===== config.mk =====
export PLATFORM = sky130hd
export DESIGN_NAME = matmul_top
export DESIGN_NICKNAME = d
export VERILOG_FILES = /design/src/logic/matmul_pkg.sv /design/src/logic/tile_ram.sv /design/src/logic/mac_cell.sv /design/src/logic/systolic_array.sv /design/src/logic/tile_drain.sv /design/src/logic/matmul_controller.sv /design/src/logic/matmul_top.sv
export VERILOG_INCLUDE_DIRS = /design/src /design/src/logic
export SDC_FILE = /design/constraint.sdc
export NUM_CORES = 2
export LEC_CHECK = 0
export BUFFER_PORTS_ARGS = -buffer_cell sky130_fd_sc_hd__buf_2
export CORE_ASPECT_RATIO = 0.5
export CORE_MARGIN = 2
export CORE_UTILIZATION = 30
export CTS_CLUSTER_DIAMETER = 50
export DETAILED_ROUTE_END_ITERATION = 7
export PLACE_DENSITY_LB_ADDON = 0.08
export SYNTH_ARGS = -nofsm -noshare
export SYNTH_HDL_FRONTEND = slang
export SYNTH_SLANG_ARGS = --single-unit

===== constraint.sdc =====
create_clock -name clk -period 7.5 [get_ports clk]
set_input_delay 1.125 -clock clk [delete_from_list [all_inputs] [get_ports clk]]
set_output_delay 1.125 -clock clk [all_outputs]
set_load 0.01 [all_outputs]

===== src/logic/matmul_settings.svh =====
// Fixed-point format, array size and matrix dimensions
// Shared by the package and the RTL modules
`ifndef MATMUL_SETTINGS_SVH
`define MATMUL_SETTINGS_SVH

`define DATA_W    16 // Operand and output element
`define FRAC_W    8  // Q8.8 operands
`define ACC_W     32
`define BLOCK     2  // Array is BLOCK x BLOCK
`define INNER     4  // Shared dimension K, at least 2*BLOCK

// Matrix C is A_ROWS x B_COLS
`define A_ROWS    4
`define B_COLS    4
`define TILE_ROWS (`A_ROWS / `BLOCK)
`define TILE_COLS (`B_COLS / `BLOCK)

`define ADDR_W    4  // 16 words per operand RAM

`endif


===== src/logic/matmul_pkg.sv =====
// Operand, accumulator, RAM word and output row types
// Controller state encoding
`include "matmul_settings.svh"

package matmul_pkg;

    typedef logic signed [`DATA_W-1:0] operand_t;
    typedef logic signed [`ACC_W-1:0]  acc_t;

    // One lane per array row or column
    typedef operand_t [`BLOCK-1:0] mem_word_t;
    typedef operand_t [`BLOCK-1:0] out_row_t;

    // Sized for the larger tile count
    localparam int TILE_W = $clog2(((`TILE_ROWS > `TILE_COLS) ? `TILE_ROWS : `TILE_COLS) + 1);
    typedef logic [TILE_W-1:0] tile_idx_t;

    typedef enum logic [1:0] {
        IDLE,
        STREAM, // Operand words leaving the RAMs
        FLUSH   // Last tiles still in the array or drain
    } ctrl_state_t;

endpackage


===== src/logic/tile_ram.sv =====
// Inferred single-clock operand RAM
// One write port, one read port with registered output
`include "matmul_settings.svh"

module tile_ram (
    input  logic                  clk,
    input  logic                  we,
    input  logic [`ADDR_W-1:0]    waddr,
    input  matmul_pkg::mem_word_t wdata,
    input  logic                  re,
    input  logic [`ADDR_W-1:0]    raddr,
    output matmul_pkg::mem_word_t rdata
);
    import matmul_pkg::*;

    mem_word_t mem [2**`ADDR_W];

    // Host side
    always_ff @(posedge clk) begin
        if (we) begin
            mem[waddr] <= wdata;
        end
    end

    always_ff @(posedge clk) begin
        if (re) begin
            rdata <= mem[raddr]; // Data one cycle after re
        end
    end

endmodule


===== src/logic/mac_cell.sv =====
// Output-stationary processing element
// Fixed-point multiply-accumulate, operand and flag forwarding
`include "matmul_settings.svh"

module mac_cell (
    input  logic                 clk,
    input  logic                 rst_n,
    input  matmul_pkg::operand_t a_in,
    input  matmul_pkg::operand_t b_in,
    input  logic                 first_in,
    input  logic                 last_in,
    input  logic                 valid_in,
    output matmul_pkg::operand_t a_out,
    output matmul_pkg::operand_t b_out,
    output logic                 first_out,
    output logic                 last_out,
    output logic                 valid_out,
    output matmul_pkg::acc_t     result
);
    import matmul_pkg::*;

    logic signed [2*`DATA_W-1:0] product; // Full signed product
    acc_t                        term;
    acc_t                        acc;
    acc_t                        acc_next;

    always_comb begin
        product  = a_in * b_in;
        term     = acc_t'(product >>> `FRAC_W); // Truncate to FRAC_W fraction bits
        acc_next = first_in ? term : acc + term; // first starts a new sum
    end

    always_ff @(posedge clk) begin
        a_out <= a_in; // To the right
        b_out <= b_in; // Downwards
        if (valid_in) begin
            acc <= acc_next;
            if (last_in) begin
                result <= acc_next; // Held until the next tile's last
            end
        end
    end

    // Flags travel right with a
    always_ff @(posedge clk) begin
        if (!rst_n) begin
            first_out <= 1'b0;
            last_out  <= 1'b0;
            valid_out <= 1'b0;
        end else begin
            first_out <= first_in;
            last_out  <= last_in & valid_in;
            valid_out <= valid_in;
        end
    end

    // Skew and neighbour flags stay clean out of reset
    valid_known: assert property (@(posedge clk) disable iff (!rst_n) !$isunknown(valid_in));

endmodule


===== src/logic/systolic_array.sv =====
// BLOCK x BLOCK grid of MAC cells
// Row and column skew registers, tile-done flag from the last cell
`include "matmul_settings.svh"

module systolic_array (
    input  logic                                      clk,
    input  logic                                      rst_n,
    input  matmul_pkg::mem_word_t                     a_col, // Lane i feeds row i
    input  matmul_pkg::mem_word_t                     b_row, // Lane j feeds column j
    input  logic                                      valid, // Read strobe, data follows
    input  logic                                      first_k,
    input  logic                                      last_k,
    output logic                                      tile_done,
    output matmul_pkg::acc_t [`BLOCK-1:0][`BLOCK-1:0] results
);
    import matmul_pkg::*;

    logic     data_valid; // valid lined up with RAM data
    // Grid wiring, index BLOCK is the far edge
    operand_t a_h     [`BLOCK][`BLOCK+1];
    logic     first_h [`BLOCK][`BLOCK+1];
    logic     last_h  [`BLOCK][`BLOCK+1];
    logic     valid_h [`BLOCK][`BLOCK+1];
    operand_t b_v     [`BLOCK+1][`BLOCK];

    always_ff @(posedge clk) begin
        if (!rst_n) begin
            data_valid <= 1'b0;
        end else begin
            data_valid <= valid;
        end
    end

    // Row i starts i cycles late, flags ride with a
    for (genvar i = 0; i < `BLOCK; i++) begin : g_row_skew
        if (i == 0) begin : g_direct
            assign a_h[0][0] = a_col[0];
            assign {first_h[0][0], last_h[0][0], valid_h[0][0]} = {first_k, last_k, data_valid};
        end else begin : g_delay
            operand_t   a_d    [i];
            logic [2:0] flag_d [i]; // first, last, valid

            always_ff @(posedge clk) begin
                a_d[0] <= a_col[i];
                for (int s = 1; s < i; s++) begin
                    a_d[s] <= a_d[s-1];
                end
            end

            always_ff @(posedge clk) begin
                if (!rst_n) begin
                    flag_d <= '{default: '0};
                end else begin
                    flag_d[0] <= {first_k, last_k, data_valid};
                    for (int s = 1; s < i; s++) begin
                        flag_d[s] <= flag_d[s-1];
                    end
                end
            end

            assign a_h[i][0] = a_d[i-1];
            assign {first_h[i][0], last_h[i][0], valid_h[i][0]} = flag_d[i-1];
        end
    end

    // Column j starts j cycles late
    for (genvar j = 0; j < `BLOCK; j++) begin : g_col_skew
        if (j == 0) begin : g_direct
            assign b_v[0][0] = b_row[0];
        end else begin : g_delay
            operand_t b_d [j];

            always_ff @(posedge clk) begin
                b_d[0] <= b_row[j];
                for (int s = 1; s < j; s++) begin
                    b_d[s] <= b_d[s-1];
                end
            end

            assign b_v[0][j] = b_d[j-1];
        end
    end

    // Cell (i,j) sees operand k at k+i+j
    for (genvar i = 0; i < `BLOCK; i++) begin : g_r
        for (genvar j = 0; j < `BLOCK; j++) begin : g_c
            mac_cell u_cell (
                .clk       (clk),
                .rst_n     (rst_n),
                .a_in      (a_h[i][j]),
                .b_in      (b_v[i][j]),
                .first_in  (first_h[i][j]),
                .last_in   (last_h[i][j]),
                .valid_in  (valid_h[i][j]),
                .a_out     (a_h[i][j+1]),
                .b_out     (b_v[i+1][j]),
                .first_out (first_h[i][j+1]),
                .last_out  (last_h[i][j+1]),
                .valid_out (valid_h[i][j+1]),
                .result    (results[i][j])
            );
        end
    end

    assign tile_done = last_h[`BLOCK-1][`BLOCK]; // Last cell holds its sum, all results ready

endmodule


===== src/logic/tile_drain.sv =====
// Tile result capture and saturation to DATA_W
// Emits one row per cycle with its tile coordinates
`include "matmul_settings.svh"

module tile_drain (
    input  logic                                      clk,
    input  logic                                      rst_n,
    input  logic                                      tile_done,
    input  matmul_pkg::acc_t [`BLOCK-1:0][`BLOCK-1:0] results,
    input  matmul_pkg::tile_idx_t                     tile_row,
    input  matmul_pkg::tile_idx_t                     tile_col,
    output logic                                      out_valid,
    output matmul_pkg::out_row_t                      out_data,
    output matmul_pkg::tile_idx_t                     out_tile_row,
    output matmul_pkg::tile_idx_t                     out_tile_col
);
    import matmul_pkg::*;

    localparam int   ROW_W   = (`BLOCK > 1) ? $clog2(`BLOCK) : 1;
    localparam acc_t SAT_MAX = acc_t'((1 << (`DATA_W - 1)) - 1);
    localparam acc_t SAT_MIN = -SAT_MAX - acc_t'(1);

    out_row_t         held [`BLOCK]; // Saturated tile
    logic [ROW_W-1:0] row_idx;       // Row on out_data
    logic             last_row;

    function automatic operand_t saturate(acc_t v);
        if (v > SAT_MAX) begin
            return operand_t'(SAT_MAX);
        end else if (v < SAT_MIN) begin
            return operand_t'(SAT_MIN);
        end
        return operand_t'(v);
    endfunction

    assign last_row = row_idx == ROW_W'(`BLOCK - 1);
    assign out_data = held[row_idx];

    always_ff @(posedge clk) begin
        if (tile_done) begin
            for (int r = 0; r < `BLOCK; r++) begin
                for (int c = 0; c < `BLOCK; c++) begin
                    held[r][c] <= saturate(results[r][c]);
                end
            end
            out_tile_row <= tile_row;
            out_tile_col <= tile_col;
        end
    end

    // Row sequencer
    always_ff @(posedge clk) begin
        if (!rst_n) begin
            out_valid <= 1'b0;
            row_idx   <= '0;
        end else if (tile_done) begin
            out_valid <= 1'b1;
            row_idx   <= '0;
        end else if (out_valid) begin
            if (last_row) begin
                out_valid <= 1'b0;
            end else begin
                row_idx <= row_idx + 1'b1;
            end
        end
    end

    // Tiles spaced INNER apart, a new one may only land on the final row
    drain_no_overlap: assert property (@(posedge clk) disable iff (!rst_n)
        tile_done |-> !out_valid || last_row);

endmodule


===== src/logic/matmul_controller.sv =====
// Operand streaming FSM with k, column and row tile counters
// Tile coordinate FIFO matching the array latency, busy and done
`include "matmul_settings.svh"

module matmul_controller (
    input  logic                  clk,
    input  logic                  rst_n,
    input  logic                  start,
    input  logic                  tile_done,
    output logic                  rd_en,
    output logic                  first_k,
    output logic                  last_k,
    output logic [`ADDR_W-1:0]    in_rd_addr,
    output logic [`ADDR_W-1:0]    wt_rd_addr,
    output matmul_pkg::tile_idx_t tile_row,
    output matmul_pkg::tile_idx_t tile_col,
    output logic                  busy,
    output logic                  done
);
    import matmul_pkg::*;

    localparam int K_W     = $clog2(`INNER);
    localparam int N_TILES = `TILE_ROWS * `TILE_COLS;
    localparam int CNT_W   = $clog2(N_TILES + 1);
    localparam int DRN_W   = $clog2(`BLOCK + 1);

    ctrl_state_t      state;
    logic [K_W-1:0]   k_cnt;
    tile_idx_t        row_t;
    tile_idx_t        col_t;
    logic [CNT_W-1:0] tiles_seen; // tile_done pulses this run
    logic [DRN_W-1:0] drain_cnt;  // Rows of the final tile already out
    logic             k_last;
    logic             col_last;
    logic             row_last;
    tile_idx_t        fifo_row [2]; // Coordinates of tiles in the array
    tile_idx_t        fifo_col [2];
    logic             wr_ptr;
    logic             rd_ptr;

    assign rd_en      = state == STREAM; // One word per RAM per cycle
    assign k_last     = k_cnt == K_W'(`INNER - 1);
    assign col_last   = col_t == tile_idx_t'(`TILE_COLS - 1);
    assign row_last   = row_t == tile_idx_t'(`TILE_ROWS - 1);
    assign in_rd_addr = `ADDR_W'(int'(row_t) * `INNER + int'(k_cnt));
    assign wt_rd_addr = `ADDR_W'(int'(col_t) * `INNER + int'(k_cnt));
    assign tile_row   = fifo_row[rd_ptr]; // Head lines up with tile_done
    assign tile_col   = fifo_col[rd_ptr];

    // Push on a tile's last read
    always_ff @(posedge clk) begin
        if (rd_en && k_last) begin
            fifo_row[wr_ptr] <= row_t;
            fifo_col[wr_ptr] <= col_t;
        end
    end

    always_ff @(posedge clk) begin
        if (!rst_n) begin
            state      <= IDLE;
            k_cnt      <= '0;
            row_t      <= '0;
            col_t      <= '0;
            tiles_seen <= '0;
            drain_cnt  <= '0;
            wr_ptr     <= 1'b0;
            rd_ptr     <= 1'b0;
            first_k    <= 1'b0;
            last_k     <= 1'b0;
            busy       <= 1'b0;
            done       <= 1'b0;
        end else begin
            first_k <= rd_en && k_cnt == '0; // Aligned with RAM read data
            last_k  <= rd_en && k_last;
            done    <= 1'b0;
            if (rd_en && k_last) begin
                wr_ptr <= ~wr_ptr;
            end
            if (tile_done) begin
                rd_ptr     <= ~rd_ptr;
                tiles_seen <= tiles_seen + 1'b1;
            end
            case (state)
                IDLE: begin
                    if (start) begin
                        state      <= STREAM;
                        busy       <= 1'b1;
                        k_cnt      <= '0;
                        row_t      <= '0;
                        col_t      <= '0;
                        tiles_seen <= '0;
                    end
                end
                STREAM: begin
                    k_cnt <= k_cnt + 1'b1;
                    if (k_last) begin // Next tile, row-major
                        k_cnt <= '0;
                        col_t <= col_last ? '0 : col_t + 1'b1;
                        if (col_last) begin
                            row_t <= row_t + 1'b1;
                            if (row_last) begin
                                state <= FLUSH;
                            end
                        end
                    end
                end
                FLUSH: begin
                    if (tile_done && tiles_seen == CNT_W'(N_TILES - 1)) begin
                        drain_cnt <= DRN_W'(1);
                    end else if (drain_cnt != '0) begin
                        if (drain_cnt == DRN_W'(`BLOCK)) begin // Last row just left
                            state     <= IDLE;
                            busy      <= 1'b0;
                            done      <= 1'b1;
                            drain_cnt <= '0;
                        end else begin
                            drain_cnt <= drain_cnt + 1'b1;
                        end
                    end
                end
                default: state <= IDLE;
            endcase
        end
    end

    rd_addr_range: assert property (@(posedge clk) disable iff (!rst_n)
        rd_en |-> int'(in_rd_addr) < `TILE_ROWS * `INNER &&
                  int'(wt_rd_addr) < `TILE_COLS * `INNER);

endmodule


===== src/logic/matmul_top.sv =====
// Matrix multiplier top level
// Operand RAMs, streaming controller, systolic array and drain
`include "matmul_settings.svh"

module matmul_top (
    input  logic                  clk,
    input  logic                  rst_n,
    input  logic                  start,
    input  logic                  in_we,   // Matrix A
    input  logic [`ADDR_W-1:0]    in_addr,
    input  matmul_pkg::mem_word_t in_data,
    input  logic                  wt_we,   // Matrix B
    input  logic [`ADDR_W-1:0]    wt_addr,
    input  matmul_pkg::mem_word_t wt_data,
    output logic                  busy,
    output logic                  done,
    output logic                  out_valid,
    output matmul_pkg::out_row_t  out_data,
    output matmul_pkg::tile_idx_t out_tile_row,
    output matmul_pkg::tile_idx_t out_tile_col
);
    import matmul_pkg::*;

    logic                          rd_en;
    logic                          first_k;
    logic                          last_k;
    logic                          tile_done;
    logic [`ADDR_W-1:0]            in_rd_addr;
    logic [`ADDR_W-1:0]            wt_rd_addr;
    mem_word_t                     in_rdata;
    mem_word_t                     wt_rdata;
    tile_idx_t                     tile_row;
    tile_idx_t                     tile_col;
    acc_t [`BLOCK-1:0][`BLOCK-1:0] results;

    tile_ram u_in_ram (
        .clk(clk), .we(in_we), .waddr(in_addr), .wdata(in_data),
        .re(rd_en), .raddr(in_rd_addr), .rdata(in_rdata)
    );

    tile_ram u_wt_ram (
        .clk(clk), .we(wt_we), .waddr(wt_addr), .wdata(wt_data),
        .re(rd_en), .raddr(wt_rd_addr), .rdata(wt_rdata)
    );

    matmul_controller u_ctrl (
        .clk(clk), .rst_n(rst_n), .start(start), .tile_done(tile_done),
        .rd_en(rd_en), .first_k(first_k), .last_k(last_k),
        .in_rd_addr(in_rd_addr), .wt_rd_addr(wt_rd_addr),
        .tile_row(tile_row), .tile_col(tile_col), .busy(busy), .done(done)
    );

    // A lanes run along rows, B lanes down columns
    systolic_array u_array (
        .clk(clk), .rst_n(rst_n), .a_col(in_rdata), .b_row(wt_rdata),
        .valid(rd_en), .first_k(first_k), .last_k(last_k),
        .tile_done(tile_done), .results(results)
    );

    tile_drain u_drain (
        .clk(clk), .rst_n(rst_n), .tile_done(tile_done), .results(results),
        .tile_row(tile_row), .tile_col(tile_col),
        .out_valid(out_valid), .out_data(out_data),
        .out_tile_row(out_tile_row), .out_tile_col(out_tile_col)
    );

endmodule


==> results.json <==
{
  "min-delay-start": "u_in_ram.rdata[18]",
  "tightest_slew_ps": 948,
  "vias": 59935,
  "path_delay_family": "adder cells",
  "portBuffers": 115,
  "clk_latency_ps": 880,
  "antenna_found_initial": 51,
  "dieHeight_um": 411,
  "netlist_instances": 7356,
  "syn_to_final_growth_pct": 25.3,
  "period_share": 1.08,
  "min_path_type": "flip-flop to flip-flop",
  "synth-seq-cells": 1547,
  "hold_path_depth": 0,
  "cts_hold_buf": 0,
  "syn_nets": 8942,
  "yosysSeqAreaShare": 0.454,
  "crit_type": "flip-flop to flip-flop",
  "reg2reg_setup_slack_ps": -610,
  "synth_edf_count": 1420,
  "cts_tree": "built",
  "ios": 116,
  "n_fill_cell": 31748,
  "finalNetCount": 10299,
  "firstDrtPassIters": 8,
  "die-area_um2": 337000,
  "dpl_worst_slack_ps": -940,
  "grt_usage": 0.166,
  "syn_area_um2": 99600,
  "whs_endpoint": "u_array.g_row_skew[1].g_delay.a_d[0][2]",
  "finalHoldViolations": 0,
  "ys_types": 80,
  "place_congestion": 0.762,
  "die_w_um": 819,
  "status": "complete, but fails checks",
  "arrival_ps": 8690,
  "drtIter0Drc": 3231,
  "critPathMaxFanout": 5,
  "dp_hpwl_mm": 199,
  "max_slew_margin": 0.368,
  "cp_slowest_cell": "fa_1",
  "path_clk_slew_ps": 70,
  "std_cell_rows": 149,
  "synth_ff_type": "edfxtp_1",
  "routed_wl_mm": 279,
  "endpoint_kind": "flip-flop",
  "drc": 4,
  "cp_slowest_stage_delay_ps": 570,
  "ys.warnings.count": 0,
  "drtAntennaViolNets": 0,
  "ys_async_sr_fraction": 0,
  "core_area_um2": 330000,
  "layout_common_cells": "1420 x edfxtp_1, 1129 x buf_4, 1103 x inv_1",
  "avgSynthCellArea_um2": 13.5,
  "grt_remaining_overflow": 0,
  "critPathRequiredTime_ps": 8070,
  "clock.fmax_mhz": 123,
  "grt_first_pass_wirelength_mm": 422,
  "fin_crit_ps": 8110,
  "final_common_cell": "edfxtp_1",
  "cp-start-kind": "flip-flop",
  "slew_violations": 0,
  "rr_worst_depth": 31,
  "wl_per_cell_um": 21.1,
  "cts_made_buffers": 179,
  "reg2reg_to": "u_array.g_r[0].g_c[1].u_cell.result[31]",
  "rsz0062_at_grt": "yes",
  "htreeDepth": 4,
  "worst_clock_skew_ps": 96.9,
  "root_buffer": "clkbuf_16",
  "path_buf_inv": 6,
  "grt_max_degree": 83,
  "violations": "design-rule violations, negative setup slack",
  "timing.final.ws_setup_ps": -614,
  "clk_path_buf_depth": 4,
  "cts_sinks": 1547,
  "cap_violations": 0,
  "r2r_start": "u_array.g_r[0].g_c[0].u_cell.a_out[4]",
  "viasPerCell": 4.53,
  "start_util": 0.302,
  "setup_violations": 104,
  "grt_pass1_vias": 65362,
  "cp.depth": 31,
  "drive_gt1_frac": 0.307,
  "cpMostUsedCell": "fa_1"
}
==> cell usage after synthesis (8+ instances only) <==
cell type	instances	area, um^2
a2111oi_0	9	78.8
a211o_1	10	87.6
a211oi_1	21	158
a21o_1	145	1090
a21oi_1	149	746
a31oi_1	23	144
and2_1	500	3130
and3_1	25	156
buf_1	36	135
clkbuf_1	213	800
dfxtp_1	127	2540
edfxtp_1	1420	42600
fa_1	1048	21000
ha_1	461	5770
inv_1	1160	4350
mux2_2	59	664
mux4_2	320	7210
nand2_1	610	2290
nand2b_1	46	288
nand3_1	35	175
nand4_1	39	244
nor2_1	188	706
nor2b_1	20	125
nor3_1	51	255
nor4_1	24	150
o211ai_1	10	75.1
o21a_1	38	285
o21ai_0	168	841
o21bai_1	30	225
o31ai_1	15	113
o41ai_1	8	70.1
or3_1	8	50.1
xnor2_1	154	1350
xor2_1	73	639
==> how the worst max path moves through the flow <==
| stage | start | to | slack [ps] |
|---|---|---|---|
| after CTS | u_array.g_r[0].g_c[0].u_cell.a_out[5] | u_array.g_r[0].g_c[1].u_cell.result[31] | -660 |
| after global routing | u_wt_ram.rdata[15] | u_array.g_r[0].g_c[0].u_cell.result[27] | -990 |
| final | u_array.g_r[0].g_c[0].u_cell.a_out[4] | u_array.g_r[0].g_c[1].u_cell.result[31] | -610 |
| after detailed placement | u_array.g_r[0].g_c[0].u_cell.a_out[9] | u_array.g_r[0].g_c[1].u_cell.acc[31] | -940 |
| after global placement | u_array.g_r[0].g_c[0].u_cell.a_out[9] | u_array.g_r[0].g_c[1].u_cell.result[31] | -890 |
| after floorplan | u_array.g_col_skew[1].g_delay.b_d[0][4] | u_array.g_r[0].g_c[1].u_cell.acc[31] | -320 |
==> worst register-to-register path: cells and delay by family, from the launching register on <==
family	cells	cell delay, ps
compound gates	14	2850
xor+xnor	2	360
fa+ha+maj	8	3650
buf+inv	6	440
flops	1	370
simple gates	1	150
==> stage by stage <==
| step | area, um^2 | hold WS [ps] | utilization | cells | TNS [ps] |
|---|---|---|---|---|---|
| after floorplan | 100000 | 323 | - | 7356 | -4110 |
| after global placement | 114000 | 327 | 0.346 | 12721 | -63340 |
| after detailed placement | 114000 | 327 | 0.346 | 12721 | -68210 |
| after CTS | 123000 | 342 | 0.373 | 13167 | -29730 |
| after global routing | 125000 | 349 | 0.378 | 13233 | -74130 |
| final | 125000 | 341 | 0.378 | 13239 | -28710 |
==> flip-flops by register name, indices dropped and copies added, names as in the netlist, 32 cells and up, named ones only <==
name / count
u_array.g_r.g_c.u_cell.a_out: 32
u_array.g_r.g_c.u_cell.b_out: 32
u_in_ram.rdata: 32
u_array.g_r.g_c.u_cell.result: 128
u_wt_ram.rdata: 32
u_in_ram.mem: 512
u_wt_ram.mem: 512
u_drain.held: 64
u_array.g_r.g_c.u_cell.acc: 128
==> metal layers <==
metal | share of wire | GRT usage
met5 | 0.00034 | 0
met2 | 0.46 | 0.265
met3 | 0.033 | 0.0217
met4 | 0.022 | 0.0380
met1 | 0.49 | 0.240
==> kinds of logic after synthesis <==
logic type | after synthesis | synth area share
muxes | 384 | 0.0795
adders and majority gates | 1509 | 0.269
DFF | 1547 | 0.454
xor gates and xnor gates | 227 | 0.0200
AOI/OAI and AO/OA | 700 | 0.0467
and+or+nand+nor | 1578 | 0.0785
buffers and inverters | 1411 | 0.0532
==> what timing repair did <==
item | CTS | global route
pin swaps | 319 | 230
setup buffers | 153 | 69
setup endpoints to repair | 153 | 172
cloned | 1 | 2
resized for setup | 574 | 316
==> cell type report <==
| class | count | area [um^2] | share of cell area |
|---|---|---|---|
| multi-input combinational | 4398 | 52400 | 0.420 |
| sequential | 1547 | 45400 | 0.364 |
| timing repair buffer | 1425 | 11600 | 0.0926 |
| tap | 4379 | 5480 | 0.0439 |
| clock buffer | 216 | 4690 | 0.0376 |
| inverter | 1162 | 4360 | 0.0349 |
| clock inverter | 99 | 926 | 0.00742 |
| antenna | 13 | 32.5 | 0.000261 |
Power is not shown: default switching activity piles up to over one toggle a cycle in this logic, so the estimate is an artifact.
